--- src/design/mmu_ctrl_macros.svh ---
/*
 * Sizes and register map of the matrix-multiply control unit.
 * Included by the package and by every module that needs a width or an offset.
 */

`ifndef MMU_CTRL_MACROS_SVH
`define MMU_CTRL_MACROS_SVH

// Processing array geometry
`define MMU_HEIGHT 4

// Counter widths
`define MMU_CNT_W   16
`define MMU_WCOMP_W 5

// Configuration bus
`define MMU_ADDR_W 4
`define MMU_DATA_W 32

// Word addresses on the configuration port
`define MMU_REG_TRIGGER 4'd0
`define MMU_REG_CLEAR   4'd1
`define MMU_REG_STATUS  4'd2
`define MMU_REG_W_ITERS 4'd3
`define MMU_REG_STORES  4'd4

`endif

--- src/design/mmu_ctrl_pkg.sv ---
/*
 * Shared types of the control unit. Modules refer to them with
 * mmu_ctrl_pkg:: scoped names.
 */

`include "mmu_ctrl_macros.svh"

package mmu_ctrl_pkg;

  typedef enum logic [2:0] {
    PH_IDLE,
    PH_STARTING,
    PH_COMPUTING,
    PH_BUFFERING,
    PH_STORING,
    PH_FINISHED
  } ctrl_phase_e;

  typedef struct packed {
    logic                   req;
    logic                   we;
    logic [`MMU_ADDR_W-1:0] addr;
    logic [`MMU_DATA_W-1:0] wdata;
  } cfg_req_t;

  typedef struct packed {
    logic [`MMU_DATA_W-1:0] rdata;
    logic                   rvalid;
  } cfg_rsp_t;

  // Parameter word seen as a raw register or as a count in the upper half
  typedef union packed {
    logic [`MMU_DATA_W-1:0] raw;
    struct packed {
      logic [`MMU_CNT_W-1:0]             count;
      logic [`MMU_DATA_W-`MMU_CNT_W-1:0] rsvd;
    } fields;
  } param_word_u;

  typedef struct packed {
    logic [`MMU_CNT_W-1:0] w_rows_iter;
    logic [`MMU_CNT_W-1:0] tot_stores;
  } run_cfg_t;

  typedef struct packed {
    logic full;
    logic empty;
  } zbuf_flags_t;

  typedef struct packed {
    logic first_load;
    logic storing;
    logic finished;
    logic rst;
  } sched_ctrl_t;

  typedef struct packed {
    logic accum_set;
    logic reset_all;
  } tracker_cmd_t;

endpackage

--- src/design/mmu_cfg_regs.sv ---
/*
 * Memory-mapped configuration port. Holds the two parameter words,
 * decodes the start and soft-clear triggers and answers reads one cycle
 * after the request with rvalid.
 */

`timescale 1ns/100ps

`include "mmu_ctrl_macros.svh"

module mmu_cfg_regs (
  input  logic                   clk_i,
  input  logic                   rst_ni,
  input  mmu_ctrl_pkg::cfg_req_t cfg_req_i,
  output mmu_ctrl_pkg::cfg_rsp_t cfg_rsp_o,
  input  logic                   busy_i,
  input  logic                   finish_i,
  output logic                   start_o,
  output logic                   clear_o,
  output mmu_ctrl_pkg::run_cfg_t run_cfg_o
);

  mmu_ctrl_pkg::param_word_u w_iters_q;
  mmu_ctrl_pkg::param_word_u stores_q;
  logic                      wr_en;
  logic                      rd_en;
  logic                      wr_clear;
  logic                      clear_q;
  logic                      done_q;
  logic                      rvalid_q;
  logic [`MMU_DATA_W-1:0]    rdata_d;
  logic [`MMU_DATA_W-1:0]    rdata_q;

  assign wr_en    = cfg_req_i.req & cfg_req_i.we;
  assign rd_en    = cfg_req_i.req & ~cfg_req_i.we;
  assign wr_clear = wr_en && (cfg_req_i.addr == `MMU_REG_CLEAR);

  // Start goes straight to the FSM so the run begins on the write edge
  assign start_o  = wr_en && (cfg_req_i.addr == `MMU_REG_TRIGGER);

  always_ff @(posedge clk_i or negedge rst_ni) begin
    if (!rst_ni) begin
      w_iters_q <= '0;
      stores_q  <= '0;
      clear_q   <= 1'b0;
      done_q    <= 1'b0;
      rvalid_q  <= 1'b0;
    end else begin
      if (wr_en && (cfg_req_i.addr == `MMU_REG_W_ITERS)) begin
        w_iters_q.raw <= cfg_req_i.wdata;
      end
      if (wr_en && (cfg_req_i.addr == `MMU_REG_STORES)) begin
        stores_q.raw <= cfg_req_i.wdata;
      end
      clear_q  <= wr_clear;
      rvalid_q <= rd_en;
      // Done stays up until the next run or a soft clear
      if (start_o || wr_clear) begin
        done_q <= 1'b0;
      end else if (finish_i) begin
        done_q <= 1'b1;
      end
    end
  end

  always_comb begin
    case (cfg_req_i.addr)
      `MMU_REG_STATUS:  rdata_d = {{(`MMU_DATA_W-2){1'b0}}, done_q, busy_i};
      `MMU_REG_W_ITERS: rdata_d = w_iters_q.raw;
      `MMU_REG_STORES:  rdata_d = stores_q.raw;
      default:          rdata_d = '0;
    endcase
  end

  always_ff @(posedge clk_i) begin
    if (rd_en) begin
      rdata_q <= rdata_d;
    end
  end

  assign cfg_rsp_o.rdata  = rdata_q;
  assign cfg_rsp_o.rvalid = rvalid_q;
  assign clear_o          = clear_q;

  assign run_cfg_o.w_rows_iter = w_iters_q.fields.count;
  assign run_cfg_o.tot_stores  = stores_q.fields.count;

  a_rvalid_after_read : assert property (
    @(posedge clk_i) disable iff (!rst_ni)
    $rose(cfg_rsp_o.rvalid) |-> $past(rd_en)
  );

endmodule

--- src/design/mmu_weight_tracker.sv ---
/*
 * Weight-row bookkeeping for the engine. Counts loaded rows and computed
 * weights, marks the last row and drives the accumulate level.
 * Reports to the controller when the last row has drained.
 */

`timescale 1ns/100ps

`include "mmu_ctrl_macros.svh"

module mmu_weight_tracker (
  input  logic                       clk_i,
  input  logic                       rst_ni,
  input  logic                       clear_i,
  input  logic                       w_loaded_i,
  input  logic                       reg_enable_i,
  input  mmu_ctrl_pkg::ctrl_phase_e  phase_i,
  input  mmu_ctrl_pkg::tracker_cmd_t cmd_i,
  input  logic [`MMU_CNT_W-1:0]      w_rows_iter_i,
  output logic                       drain_done_o,
  output logic                       accumulate_o
);

  logic [`MMU_CNT_W-1:0]   row_q;
  logic [`MMU_CNT_W-1:0]   row_d;
  logic [`MMU_WCOMP_W-1:0] w_comp_q;
  logic                    armed_q;
  logic                    last_row_q;
  logic                    acc_q;
  logic                    in_comp;
  logic                    w_wrap;
  logic                    row_done;
  logic                    arm;
  logic                    last_set;
  logic                    flush_all;

  assign in_comp   = (phase_i == mmu_ctrl_pkg::PH_COMPUTING);
  assign flush_all = clear_i | cmd_i.reset_all;

  // Last row drains one weight earlier than a regular row completes
  assign drain_done_o = in_comp && last_row_q && reg_enable_i &&
                        (w_comp_q == `MMU_WCOMP_W'(`MMU_HEIGHT - 2));
  assign w_wrap   = in_comp && (w_comp_q == `MMU_WCOMP_W'(`MMU_HEIGHT - 1));
  assign row_done = w_wrap && !last_row_q;
  assign last_set = in_comp && (row_q >= w_rows_iter_i);
  assign arm      = in_comp && !armed_q &&
                    ((row_d >= `MMU_CNT_W'(`MMU_HEIGHT)) || last_set);

  always_comb begin
    row_d = row_q;
    if ((phase_i == mmu_ctrl_pkg::PH_IDLE) || cmd_i.reset_all) begin
      row_d = '0;
    end else if (drain_done_o) begin
      row_d = `MMU_CNT_W'(1);
    end else if (w_loaded_i) begin
      row_d = row_q + 1'b1;
    end
  end

  always_ff @(posedge clk_i or negedge rst_ni) begin
    if (!rst_ni) begin
      row_q      <= '0;
      w_comp_q   <= '0;
      armed_q    <= 1'b0;
      last_row_q <= 1'b0;
      acc_q      <= 1'b0;
    end else begin
      row_q <= clear_i ? '0 : row_d;
      if (flush_all || w_wrap || drain_done_o) begin
        armed_q  <= 1'b0;
        w_comp_q <= '0;
      end else begin
        if (arm) begin
          armed_q <= 1'b1;
        end
        if (armed_q && reg_enable_i) begin
          w_comp_q <= w_comp_q + 1'b1;
        end
      end
      if (flush_all || (phase_i == mmu_ctrl_pkg::PH_BUFFERING)) begin
        last_row_q <= 1'b0;
      end else if (last_set) begin
        last_row_q <= 1'b1;
      end
      if (flush_all || drain_done_o) begin
        acc_q <= 1'b0;
      end else if (row_done || cmd_i.accum_set) begin
        acc_q <= 1'b1;
      end
    end
  end

  // Accumulate reaches the array only while it is enabled
  assign accumulate_o = acc_q & reg_enable_i;

  a_w_comp_range : assert property (
    @(posedge clk_i) disable iff (!rst_ni)
    w_comp_q < `MMU_WCOMP_W'(`MMU_HEIGHT)
  );

endmodule

--- src/design/mmu_store_counter.sv ---
/*
 * Counts the completed store phases of a run and flags the last one.
 * Wraps to zero when the last store completes.
 */

`timescale 1ns/100ps

`include "mmu_ctrl_macros.svh"

module mmu_store_counter (
  input  logic                  clk_i,
  input  logic                  rst_ni,
  input  logic                  clear_i,
  input  logic                  store_done_i,
  input  logic                  reset_all_i,
  input  logic [`MMU_CNT_W-1:0] tot_stores_i,
  output logic                  last_store_o
);

  logic [`MMU_CNT_W-1:0] cnt_q;
  logic [`MMU_CNT_W:0]   cur_num;

  // Number of the store in progress, one above the completed count
  assign cur_num = {1'b0, cnt_q} + 1'b1;

  // A zero total still runs a single store
  assign last_store_o = (cur_num >= {1'b0, tot_stores_i});

  always_ff @(posedge clk_i or negedge rst_ni) begin
    if (!rst_ni) begin
      cnt_q <= '0;
    end else begin
      if (clear_i || reset_all_i) begin
        cnt_q <= '0;
      end else if (store_done_i) begin
        cnt_q <= last_store_o ? '0 : cur_num[`MMU_CNT_W-1:0];
      end
    end
  end

  a_cnt_bound : assert property (
    @(posedge clk_i) disable iff (!rst_ni)
    cnt_q <= tot_stores_i
  );

endmodule

--- src/design/mmu_ctrl_fsm.sv ---
/*
 * Six-phase run controller. The phase register moves once per cycle and
 * every engine and scheduler strobe is decoded from the current phase.
 */

`timescale 1ns/100ps

module mmu_ctrl_fsm (
  input  logic                       clk_i,
  input  logic                       rst_ni,
  input  logic                       test_mode_i,
  input  logic                       start_i,
  input  logic                       clear_i,
  input  logic                       w_loaded_i,
  input  logic                       reg_enable_i,
  input  mmu_ctrl_pkg::zbuf_flags_t  zbuf_flags_i,
  input  logic                       drain_done_i,
  input  logic                       last_store_i,
  output mmu_ctrl_pkg::ctrl_phase_e  phase_o,
  output mmu_ctrl_pkg::tracker_cmd_t trk_cmd_o,
  output logic                       store_done_o,
  output logic                       busy_o,
  output logic                       flush_o,
  output logic                       done_o,
  output logic                       w_shift_o,
  output logic                       z_fill_o,
  output logic                       z_buffer_clk_en_o,
  output mmu_ctrl_pkg::sched_ctrl_t  sched_ctrl_o
);

  mmu_ctrl_pkg::ctrl_phase_e phase_q;
  mmu_ctrl_pkg::ctrl_phase_e phase_d;

  always_ff @(posedge clk_i or negedge rst_ni) begin
    if (!rst_ni) begin
      phase_q <= mmu_ctrl_pkg::PH_IDLE;
    end else if (clear_i) begin
      phase_q <= mmu_ctrl_pkg::PH_IDLE;
    end else begin
      phase_q <= phase_d;
    end
  end

  always_comb begin
    phase_d           = phase_q;
    trk_cmd_o         = '0;
    sched_ctrl_o      = '0;
    store_done_o      = 1'b0;
    busy_o            = 1'b1;
    flush_o           = 1'b0;
    done_o            = 1'b0;
    w_shift_o         = 1'b1;
    z_fill_o          = 1'b0;
    z_buffer_clk_en_o = 1'b0;

    case (phase_q)
      mmu_ctrl_pkg::PH_IDLE: begin
        busy_o    = 1'b0;
        w_shift_o = 1'b0;
        // Soft clear also empties the output buffer
        z_buffer_clk_en_o = clear_i;
        if (start_i || test_mode_i) begin
          phase_d = mmu_ctrl_pkg::PH_STARTING;
        end
      end

      mmu_ctrl_pkg::PH_STARTING: begin
        w_shift_o               = 1'b0;
        sched_ctrl_o.first_load = 1'b1;
        if (w_loaded_i) begin
          phase_d = mmu_ctrl_pkg::PH_COMPUTING;
        end
      end

      mmu_ctrl_pkg::PH_COMPUTING: begin
        if (drain_done_i) begin
          phase_d = mmu_ctrl_pkg::PH_BUFFERING;
        end
      end

      mmu_ctrl_pkg::PH_BUFFERING: begin
        z_buffer_clk_en_o = 1'b1;
        z_fill_o          = reg_enable_i;
        // Next tile accumulates on top of the buffered one
        if (zbuf_flags_i.full) begin
          trk_cmd_o.accum_set = 1'b1;
          phase_d             = mmu_ctrl_pkg::PH_STORING;
        end
      end

      mmu_ctrl_pkg::PH_STORING: begin
        sched_ctrl_o.storing = 1'b1;
        if (zbuf_flags_i.empty) begin
          store_done_o = 1'b1;
          if (last_store_i) begin
            phase_d = mmu_ctrl_pkg::PH_FINISHED;
          end else begin
            phase_d = mmu_ctrl_pkg::PH_COMPUTING;
          end
        end
      end

      mmu_ctrl_pkg::PH_FINISHED: begin
        busy_o                = 1'b0;
        flush_o               = 1'b1;
        done_o                = 1'b1;
        sched_ctrl_o.finished = 1'b1;
        sched_ctrl_o.rst      = 1'b1;
        trk_cmd_o.reset_all   = 1'b1;
        phase_d               = mmu_ctrl_pkg::PH_IDLE;
      end

      default: begin
        phase_d = mmu_ctrl_pkg::PH_IDLE;
      end
    endcase
  end

  assign phase_o = phase_q;

  // A run ends with exactly one flush before going back to idle
  a_flush_single : assert property (
    @(posedge clk_i) disable iff (!rst_ni)
    flush_o |=> !flush_o
  );

endmodule

--- src/design/mmu_ctrl_top.sv ---
/*
 * Control unit of the matrix-multiply engine. Connects the configuration
 * port, the phase controller, the weight tracker and the store counter.
 */

`timescale 1ns/100ps

module mmu_ctrl_top (
  input  logic                      clk_i,
  input  logic                      rst_ni,
  input  logic                      test_mode_i,
  input  mmu_ctrl_pkg::cfg_req_t    cfg_req_i,
  output mmu_ctrl_pkg::cfg_rsp_t    cfg_rsp_o,
  input  logic                      w_loaded_i,
  input  logic                      reg_enable_i,
  input  mmu_ctrl_pkg::zbuf_flags_t zbuf_flags_i,
  output logic                      busy_o,
  output logic                      clear_o,
  output logic                      done_o,
  output logic                      flush_o,
  output logic                      accumulate_o,
  output logic                      w_shift_o,
  output logic                      z_fill_o,
  output logic                      z_buffer_clk_en_o,
  output mmu_ctrl_pkg::sched_ctrl_t sched_ctrl_o
);

  mmu_ctrl_pkg::run_cfg_t     run_cfg;
  mmu_ctrl_pkg::ctrl_phase_e  phase;
  mmu_ctrl_pkg::tracker_cmd_t trk_cmd;
  logic                       start;
  logic                       drain_done;
  logic                       store_done;
  logic                       last_store;

  mmu_cfg_regs i_cfg_regs (
    .clk_i     ( clk_i     ),
    .rst_ni    ( rst_ni    ),
    .cfg_req_i ( cfg_req_i ),
    .cfg_rsp_o ( cfg_rsp_o ),
    .busy_i    ( busy_o    ),
    .finish_i  ( done_o    ),
    .start_o   ( start     ),
    .clear_o   ( clear_o   ),
    .run_cfg_o ( run_cfg   )
  );

  mmu_ctrl_fsm i_ctrl_fsm (
    .clk_i             ( clk_i             ),
    .rst_ni            ( rst_ni            ),
    .test_mode_i       ( test_mode_i       ),
    .start_i           ( start             ),
    .clear_i           ( clear_o           ),
    .w_loaded_i        ( w_loaded_i        ),
    .reg_enable_i      ( reg_enable_i      ),
    .zbuf_flags_i      ( zbuf_flags_i      ),
    .drain_done_i      ( drain_done        ),
    .last_store_i      ( last_store        ),
    .phase_o           ( phase             ),
    .trk_cmd_o         ( trk_cmd           ),
    .store_done_o      ( store_done        ),
    .busy_o            ( busy_o            ),
    .flush_o           ( flush_o           ),
    .done_o            ( done_o            ),
    .w_shift_o         ( w_shift_o         ),
    .z_fill_o          ( z_fill_o          ),
    .z_buffer_clk_en_o ( z_buffer_clk_en_o ),
    .sched_ctrl_o      ( sched_ctrl_o      )
  );

  mmu_weight_tracker i_weight_tracker (
    .clk_i         ( clk_i               ),
    .rst_ni        ( rst_ni              ),
    .clear_i       ( clear_o             ),
    .w_loaded_i    ( w_loaded_i          ),
    .reg_enable_i  ( reg_enable_i        ),
    .phase_i       ( phase               ),
    .cmd_i         ( trk_cmd             ),
    .w_rows_iter_i ( run_cfg.w_rows_iter ),
    .drain_done_o  ( drain_done          ),
    .accumulate_o  ( accumulate_o        )
  );

  mmu_store_counter i_store_counter (
    .clk_i        ( clk_i              ),
    .rst_ni       ( rst_ni             ),
    .clear_i      ( clear_o            ),
    .store_done_i ( store_done         ),
    .reset_all_i  ( trk_cmd.reset_all  ),
    .tot_stores_i ( run_cfg.tot_stores ),
    .last_store_o ( last_store         )
  );

endmodule

--- config.mk ---
export PLATFORM = sky130hd
export DESIGN_NAME = mmu_ctrl_top
export DESIGN_NICKNAME = d
export VERILOG_FILES = /design/src/design/mmu_ctrl_pkg.sv /design/src/design/mmu_cfg_regs.sv /design/src/design/mmu_weight_tracker.sv /design/src/design/mmu_store_counter.sv /design/src/design/mmu_ctrl_fsm.sv /design/src/design/mmu_ctrl_top.sv
export VERILOG_INCLUDE_DIRS = /design/src /design/src/design
export SDC_FILE = /design/constraint.sdc
export NUM_CORES = 1
export LEC_CHECK = 0
export BUFFER_PORTS_ARGS = -buffer_cell sky130_fd_sc_hd__buf_4
export CORE_MARGIN = 4
export CORE_UTILIZATION = 45
export DETAILED_ROUTE_END_ITERATION = 16
export PLACE_DENSITY = 0.71
export RECOVER_POWER = 50
export REMOVE_ABC_BUFFERS = 1
export SLEW_MARGIN = 20
export SYNTH_ARGS = -nofsm -noshare
export SYNTH_HDL_FRONTEND = slang
export SYNTH_SLANG_ARGS = --single-unit
--- constraint.sdc ---
create_clock -name clk_i -period 2.9 [get_ports clk_i]
set_clock_uncertainty 0.1 [all_clocks]
set_input_delay 0.29 -clock clk_i [delete_from_list [all_inputs] [get_ports clk_i]]
set_output_delay 0.29 -clock clk_i [all_outputs]
set_load 0.05 [all_outputs]
; Yosys cells after proc, flatten, opt, wreduce, memory -nomap -nowiden
; Cells that the tools add are included.
; W data, S select, Z words.
[word_totals]
regBits = 142
latch_bits = 0
mem_bits_rw = 0
rom_bits = 0
inputBits = 45
out_inout_bits = 45
n_memories = 0
[op_classes]
add_sub_neg = 3
n_mul = 0
n_div = 0
n_lt_le_gt_ge = 3
eq_ne = 16
shifts = 0
muxes = 38
n_bitwise = 5
reduce_logical = 36
[op_table]
columns = op, n
row1 = $mux W16, 7
row2 = $pmux W32 S3, 1
row3 = $mux W3, 7
row4 = $mux W1, 18
row5 = $add A16 B1 Y17 const B, 1
row6 = $ge A17 B16 Y1, 1
row7 = $add A16 B1 Y16 const B, 1
row8 = $ge A16 B16 Y1, 1
row9 = $ge A16 B3 Y1 const B, 1
row10 = $pmux W3 S5, 1
row11 = $logic_and A1 B1 Y1, 13
row12 = $reduce_bool A2 Y1, 6
row13 = $eq A5 B2 Y1 const B, 2
row14 = $logic_or A1 B1 Y1, 10
row15 = $mux W5, 2
row16 = $ne A3 B3 Y1 const B, 3
row17 = $eq A4 B2 Y1 const B, 2
row18 = $eq A3 B2 Y1 const B, 2
row19 = $eq A3 B3 Y1 const B, 2
row20 = $ne A3 B2 Y1 const B, 2
row21 = $add A5 B1 Y5 const B, 1
row22 = $reduce_and A5 Y1, 1
row23 = $eq A4 B1 Y1 const B, 1
row24 = $eq A4 B3 Y1 const B, 1
row25 = other kinds (10), 14

; Longest topological paths before layout
[depth]
word_depth = 11
mapped_depth = 14
mapped_depth_nobuf = 13

; Cells and area by module
; Synthesis repeated with hierarchy kept, for this count alone.
[hier_totals]
hier_cells = 677
hier_area_um2 = 7646.1
[by_module_without_submodules]
columns = mod, instances, cells_per_inst, area_per_inst_um2, seq_area_each_um2
row1 = mmu_cfg_regs, 1, 259, 4087.7, 2637.5
row2 = mmu_weight_tracker, 1, 207, 1819.2, 600.6
row3 = mmu_store_counter, 1, 162, 1378.8, 400.4
row4 = mmu_ctrl_fsm, 1, 49, 360.3, 75.1

; Worst setup path after synthesis
; No wires, ideal clock.
[synth_path]
path_kind = flip-flop to flip-flop
start = register i_store_counter.cnt_q[0]
end = register i_store_counter.cnt_q[15]
setup_ps = 126
t_arrival_ps = 2844
required_time_ps = 2674
setup_slack_ps = -170
stages_incl_launch_ff = 15
path_buffers = 1
period_less_slack_ps = 3070
path_cell_list = dfrtp_1 -> ha_1 -> nand2_1 -> nor2_1 -> nand3_1 -> nor2_1 -> xor2_1 -> ha_1 -> o21a_1 -> o21ai_0 -> a2111o_1 -> o211ai_1 -> nor2_1 -> buf_2 -> a221o_1
[synth_via]
elab_chain_cells = 5
[synth_rtl]
columns = element, line
row1 = from (decl), mmu_store_counter.sv:20  ; logic [`MMU_CNT_W-1:0] cnt_q;
row2 = from (signal assigned), mmu_store_counter.sv:36  ; cnt_q <= last_store_o ? '0 : cur_num[`MMU_CNT_W-1:0];
row3 = from (signal assigned), mmu_store_counter.sv:43  ; cnt_q <= tot_stores_i
row4 = $add A16 B1 Y17 *, mmu_store_counter.sv:24  ; assign cur_num = {1'b0, cnt_q} + 1'b1;
row5 = $ge A17 B16 Y1, mmu_store_counter.sv:27  ; assign last_store_o = (cur_num >= {1'b0, tot_stores_i});
row6 = $mux W16 *, mmu_store_counter.sv:36
row7 = $mux W16 *, mmu_store_counter.sv:35  ; end else if (store_done_i) begin
row8 = $mux W16 *, mmu_store_counter.sv:33  ; if (clear_i || reset_all_i) begin
; Every way passes the cells marked *; elsewhere a longest branch is shown, timed or not. The select of a mux whose other input is x is not followed.
; A chain may end at the register's enable or synchronous reset.

; Worst setup path in the final report
; Ends and elaborated chain as after synthesis.

==> results.ini <==
[synth]
synth.distinct_cells = 62
synth_flop_cell = dfrtp_1
synth_seq_cells = 142
syn_area_um2 = 7220
synthesis.instances = 668
ys_seq_area_frac = 0.515
async_flop_share = 0.775
syn_area_per_cell_um2 = 10.8
yosysWarnings = 0
synth_edf_count = 32

[die]
die_h_um = 135
core_um2 = 15800
start_util = 0.458
rows = 46
fp.dieW_um = 135
die_area_um2 = 18100
io_pins = 90

[timing]
grt_setup_unrepaired = true
timing.final.ws_setup_ns = -0.224
finalHoldViolations = 0
min_period_ns = 3.12
worst_pin_slew_ns = 2.04
slew_headroom = -0.359
max_freq_mhz = 320
finalSetupViolations = 18
min_period_over_period = 1.08
drv_slew = 104
whs_ns = 0.0114

[layout]
syn_to_final_growth_pct = 31.1
final_common_cell = buf_4
layout-drive-gt1-share = 0.293
fin_nets = 909
layout_common_cells = 138 x buf_4, 110 x dfrtp_1, 64 x nand2_1, 42 x nor2_1, 41 x inv_1
num_antenna_cells = 0
nFillCells = 1301
stdcell_area_um2 = 9460
fin_util = 0.600

[grt]
grt_max_degree = 55
gr-usage-all-layers = 0.214
grt_use_met1 = 0.271
antenna_found_initial = 0
first_global_vias = 6025
grt_use_met2 = 0.359
grt-ovfl-total = 0
grt_pass1_wl_mm = 30.5
grt_busiest_layer = met2
grtUsageMet3 = 0.0507

[run]
maxCapViolations = 3

[min_path]
holdCritPathClass = input port to flop

[route]
vias_per_cell = 5.41
drtIter0Drc = 319
wl_mm = 18.6
drcViolationCount = 0
dr.pass1.iters = 5
vias = 5722
postRouteAntennaNets = 0
wire_per_inst_um = 17.6

[power]
vdd_ir_drop_max_mv = 0.442
power_density_nw_per_um2 = 680
seqPwrFrac = 0.397
swShare = 0.327
combinationalPowerShare = 0.258
power.share.clock = 0.345
p_leak_uw = 0.00439
p_int_uw = 4330
switchingPower_uw = 2100

[clock_tree]
clockBufferDepth = 2
tritoncts = built
cts.sinks = 142
h-tree-depth = 4
clk-insertion-delay-late_ns = 0.43
clockRootBuffer = clkbuf_16
cts_buffers = 17
clk_pin_slew_ns = 0.06

[critical_path]
crit_type = flop to flop
required_ns = 3.11
path_max_fanout = 10
cp-start-kind = flop
crit_path_end_kind = flop
worstPathArrival_ns = 3.33

[outcome]
violations = capacitance limit, slew limit, setup timing
status = finished with violations

[placed_design]
post_dp_cell_area_um2 = 8320
globalplace.congestion = 0.931
port_buffers = 89
dpl_worst_slack_ns = -0.407
hpwl_mm = 12.8

## synth_stat cells, drive strengths merged, types with 8 or more instances
library cell	count	share of area
nand4	10	0.0087
a211oi	8	0.0083
nor3	10	0.0069
edfxtp	32	0.13
clkbuf	19	0.011
a21oi	18	0.012
a22o	38	0.046
mux2	34	0.053
and3	11	0.0095
inv	41	0.021
nor2	47	0.024
xnor2	19	0.023
ha	36	0.062
dfrtp	110	0.38
o21ai	42	0.029
nand3	17	0.012
xor2	14	0.017
buf	15	0.016
nand2	66	0.034
## critical path: stages (launching register included)
cell	delay [ns]
dfrtp_1	0.42
ha_4	0.17
nand2_4	0.05
nor2_4	0.13
nand3_4	0.12
nor2_4	0.17
xor2_2	0.09
ha_1	0.35
nand4_1	0.14
nor4b_2	0.34
a211oi_2	0.06
o211ai_1	0.27
buf_4	0.24
nor3_1	0.08
a221o_1	0.26
## layer usage
layer  routed length, um  vias to the layer above  part of all wire
li1                    -                     2720                 -
met1                7850                     2804              0.42
met2                9360                      169              0.50
met3                1030                       29             0.055
met4                 381                        0             0.020
met5                   0                        -                 0
## sequential cells by signal, summed over array words and instances, names as in the netlist, 3 cells and up
register                   count
i_weight_tracker.w_comp_q      5
i_weight_tracker.row_q        16
i_cfg_regs.stores_q           32
i_ctrl_fsm.phase_o             3
i_store_counter.cnt_q         16
i_cfg_regs.w_iters_q          32
i_cfg_regs.rdata_q            32
## logic make-up (layout without fill, tap and decap cells)
family,after synthesis,count (layout),synth area share
and+or+nand+nor,199,199,0.135
AOI/OAI and AO/OA,144,144,0.139
DFF,142,142,0.515
buffers and inverters,75,248,0.0489
muxes,39,39,0.0600
adders and majority gates,36,36,0.0624
xor gates and xnor gates,33,33,0.0401
## area by class of cell
| cell class | instances | area (um2) | area share |
|---|---|---|---|
| Timing Repair Buffer | 175 | 1380 | 0.146 |
| Multi-Input combinational cell | 451 | 3340 | 0.353 |
| Clock inverter | 15 | 179 | 0.0189 |
| Tap cell | 216 | 270 | 0.0286 |
| Clock buffer | 17 | 425 | 0.0450 |
| Sequential cell | 142 | 3710 | 0.393 |
| Inverter | 41 | 154 | 0.0163 |
## worst paths after layout
kind                       cells after the start                   endpoint                     start  slack, ns
setup / recovery                              14  i_store_counter.cnt_q[15]  i_store_counter.cnt_q[0]      -0.22
hold / removal                                 2    i_cfg_regs.w_iters_q[2]              cfg_req_i[2]       0.01
setup reg to reg                              14  i_store_counter.cnt_q[15]  i_store_counter.cnt_q[0]      -0.22
hold reg to reg                                1   i_cfg_regs.w_iters_q[14]  i_cfg_regs.w_iters_q[14]       0.41
max in group asynchronous                      3    i_cfg_regs.stores_q[18]                    rst_ni       0.44
min in group asynchronous                      2     i_weight_tracker.acc_q                    rst_ni       0.87
## through the flow
stage | instances | power [uW] | TNS, ns
floorplan | 634 | 3550 | -153.02
global placement | 984 | 4080 | -3.04
detailed placement | 984 | 4150 | -5.05
CTS | 1055 | 6450 | -0.564
global route | 1057 | 6760 | -5.66
finish | 1057 | 6430 | -3.13
## power by group through the flow
stage               combinational, uW  clock, uW  sequential (uW)
floorplan                         911          0             2640
global placement                 1520          0             2560
detailed placement               1560          0             2580
CTS                              1650       2250             2550
global route                     1830       2340             2590
finish                           1660       2220             2550
## timing repair
| item | in CTS | in global routing |
|---|---|---|
| endpoints found under the hold margin | 78 | 0 |
| pin swaps | 30 | 15 |
| setup buffers | 13 | 2 |
| resized for setup | 32 | 10 |
| gates cloned | 0 | 0 |
| hold buffers | 26 | 0 |
| setup endpoints to repair | 19 | 19 |
(Power assumes the default switching activity.)
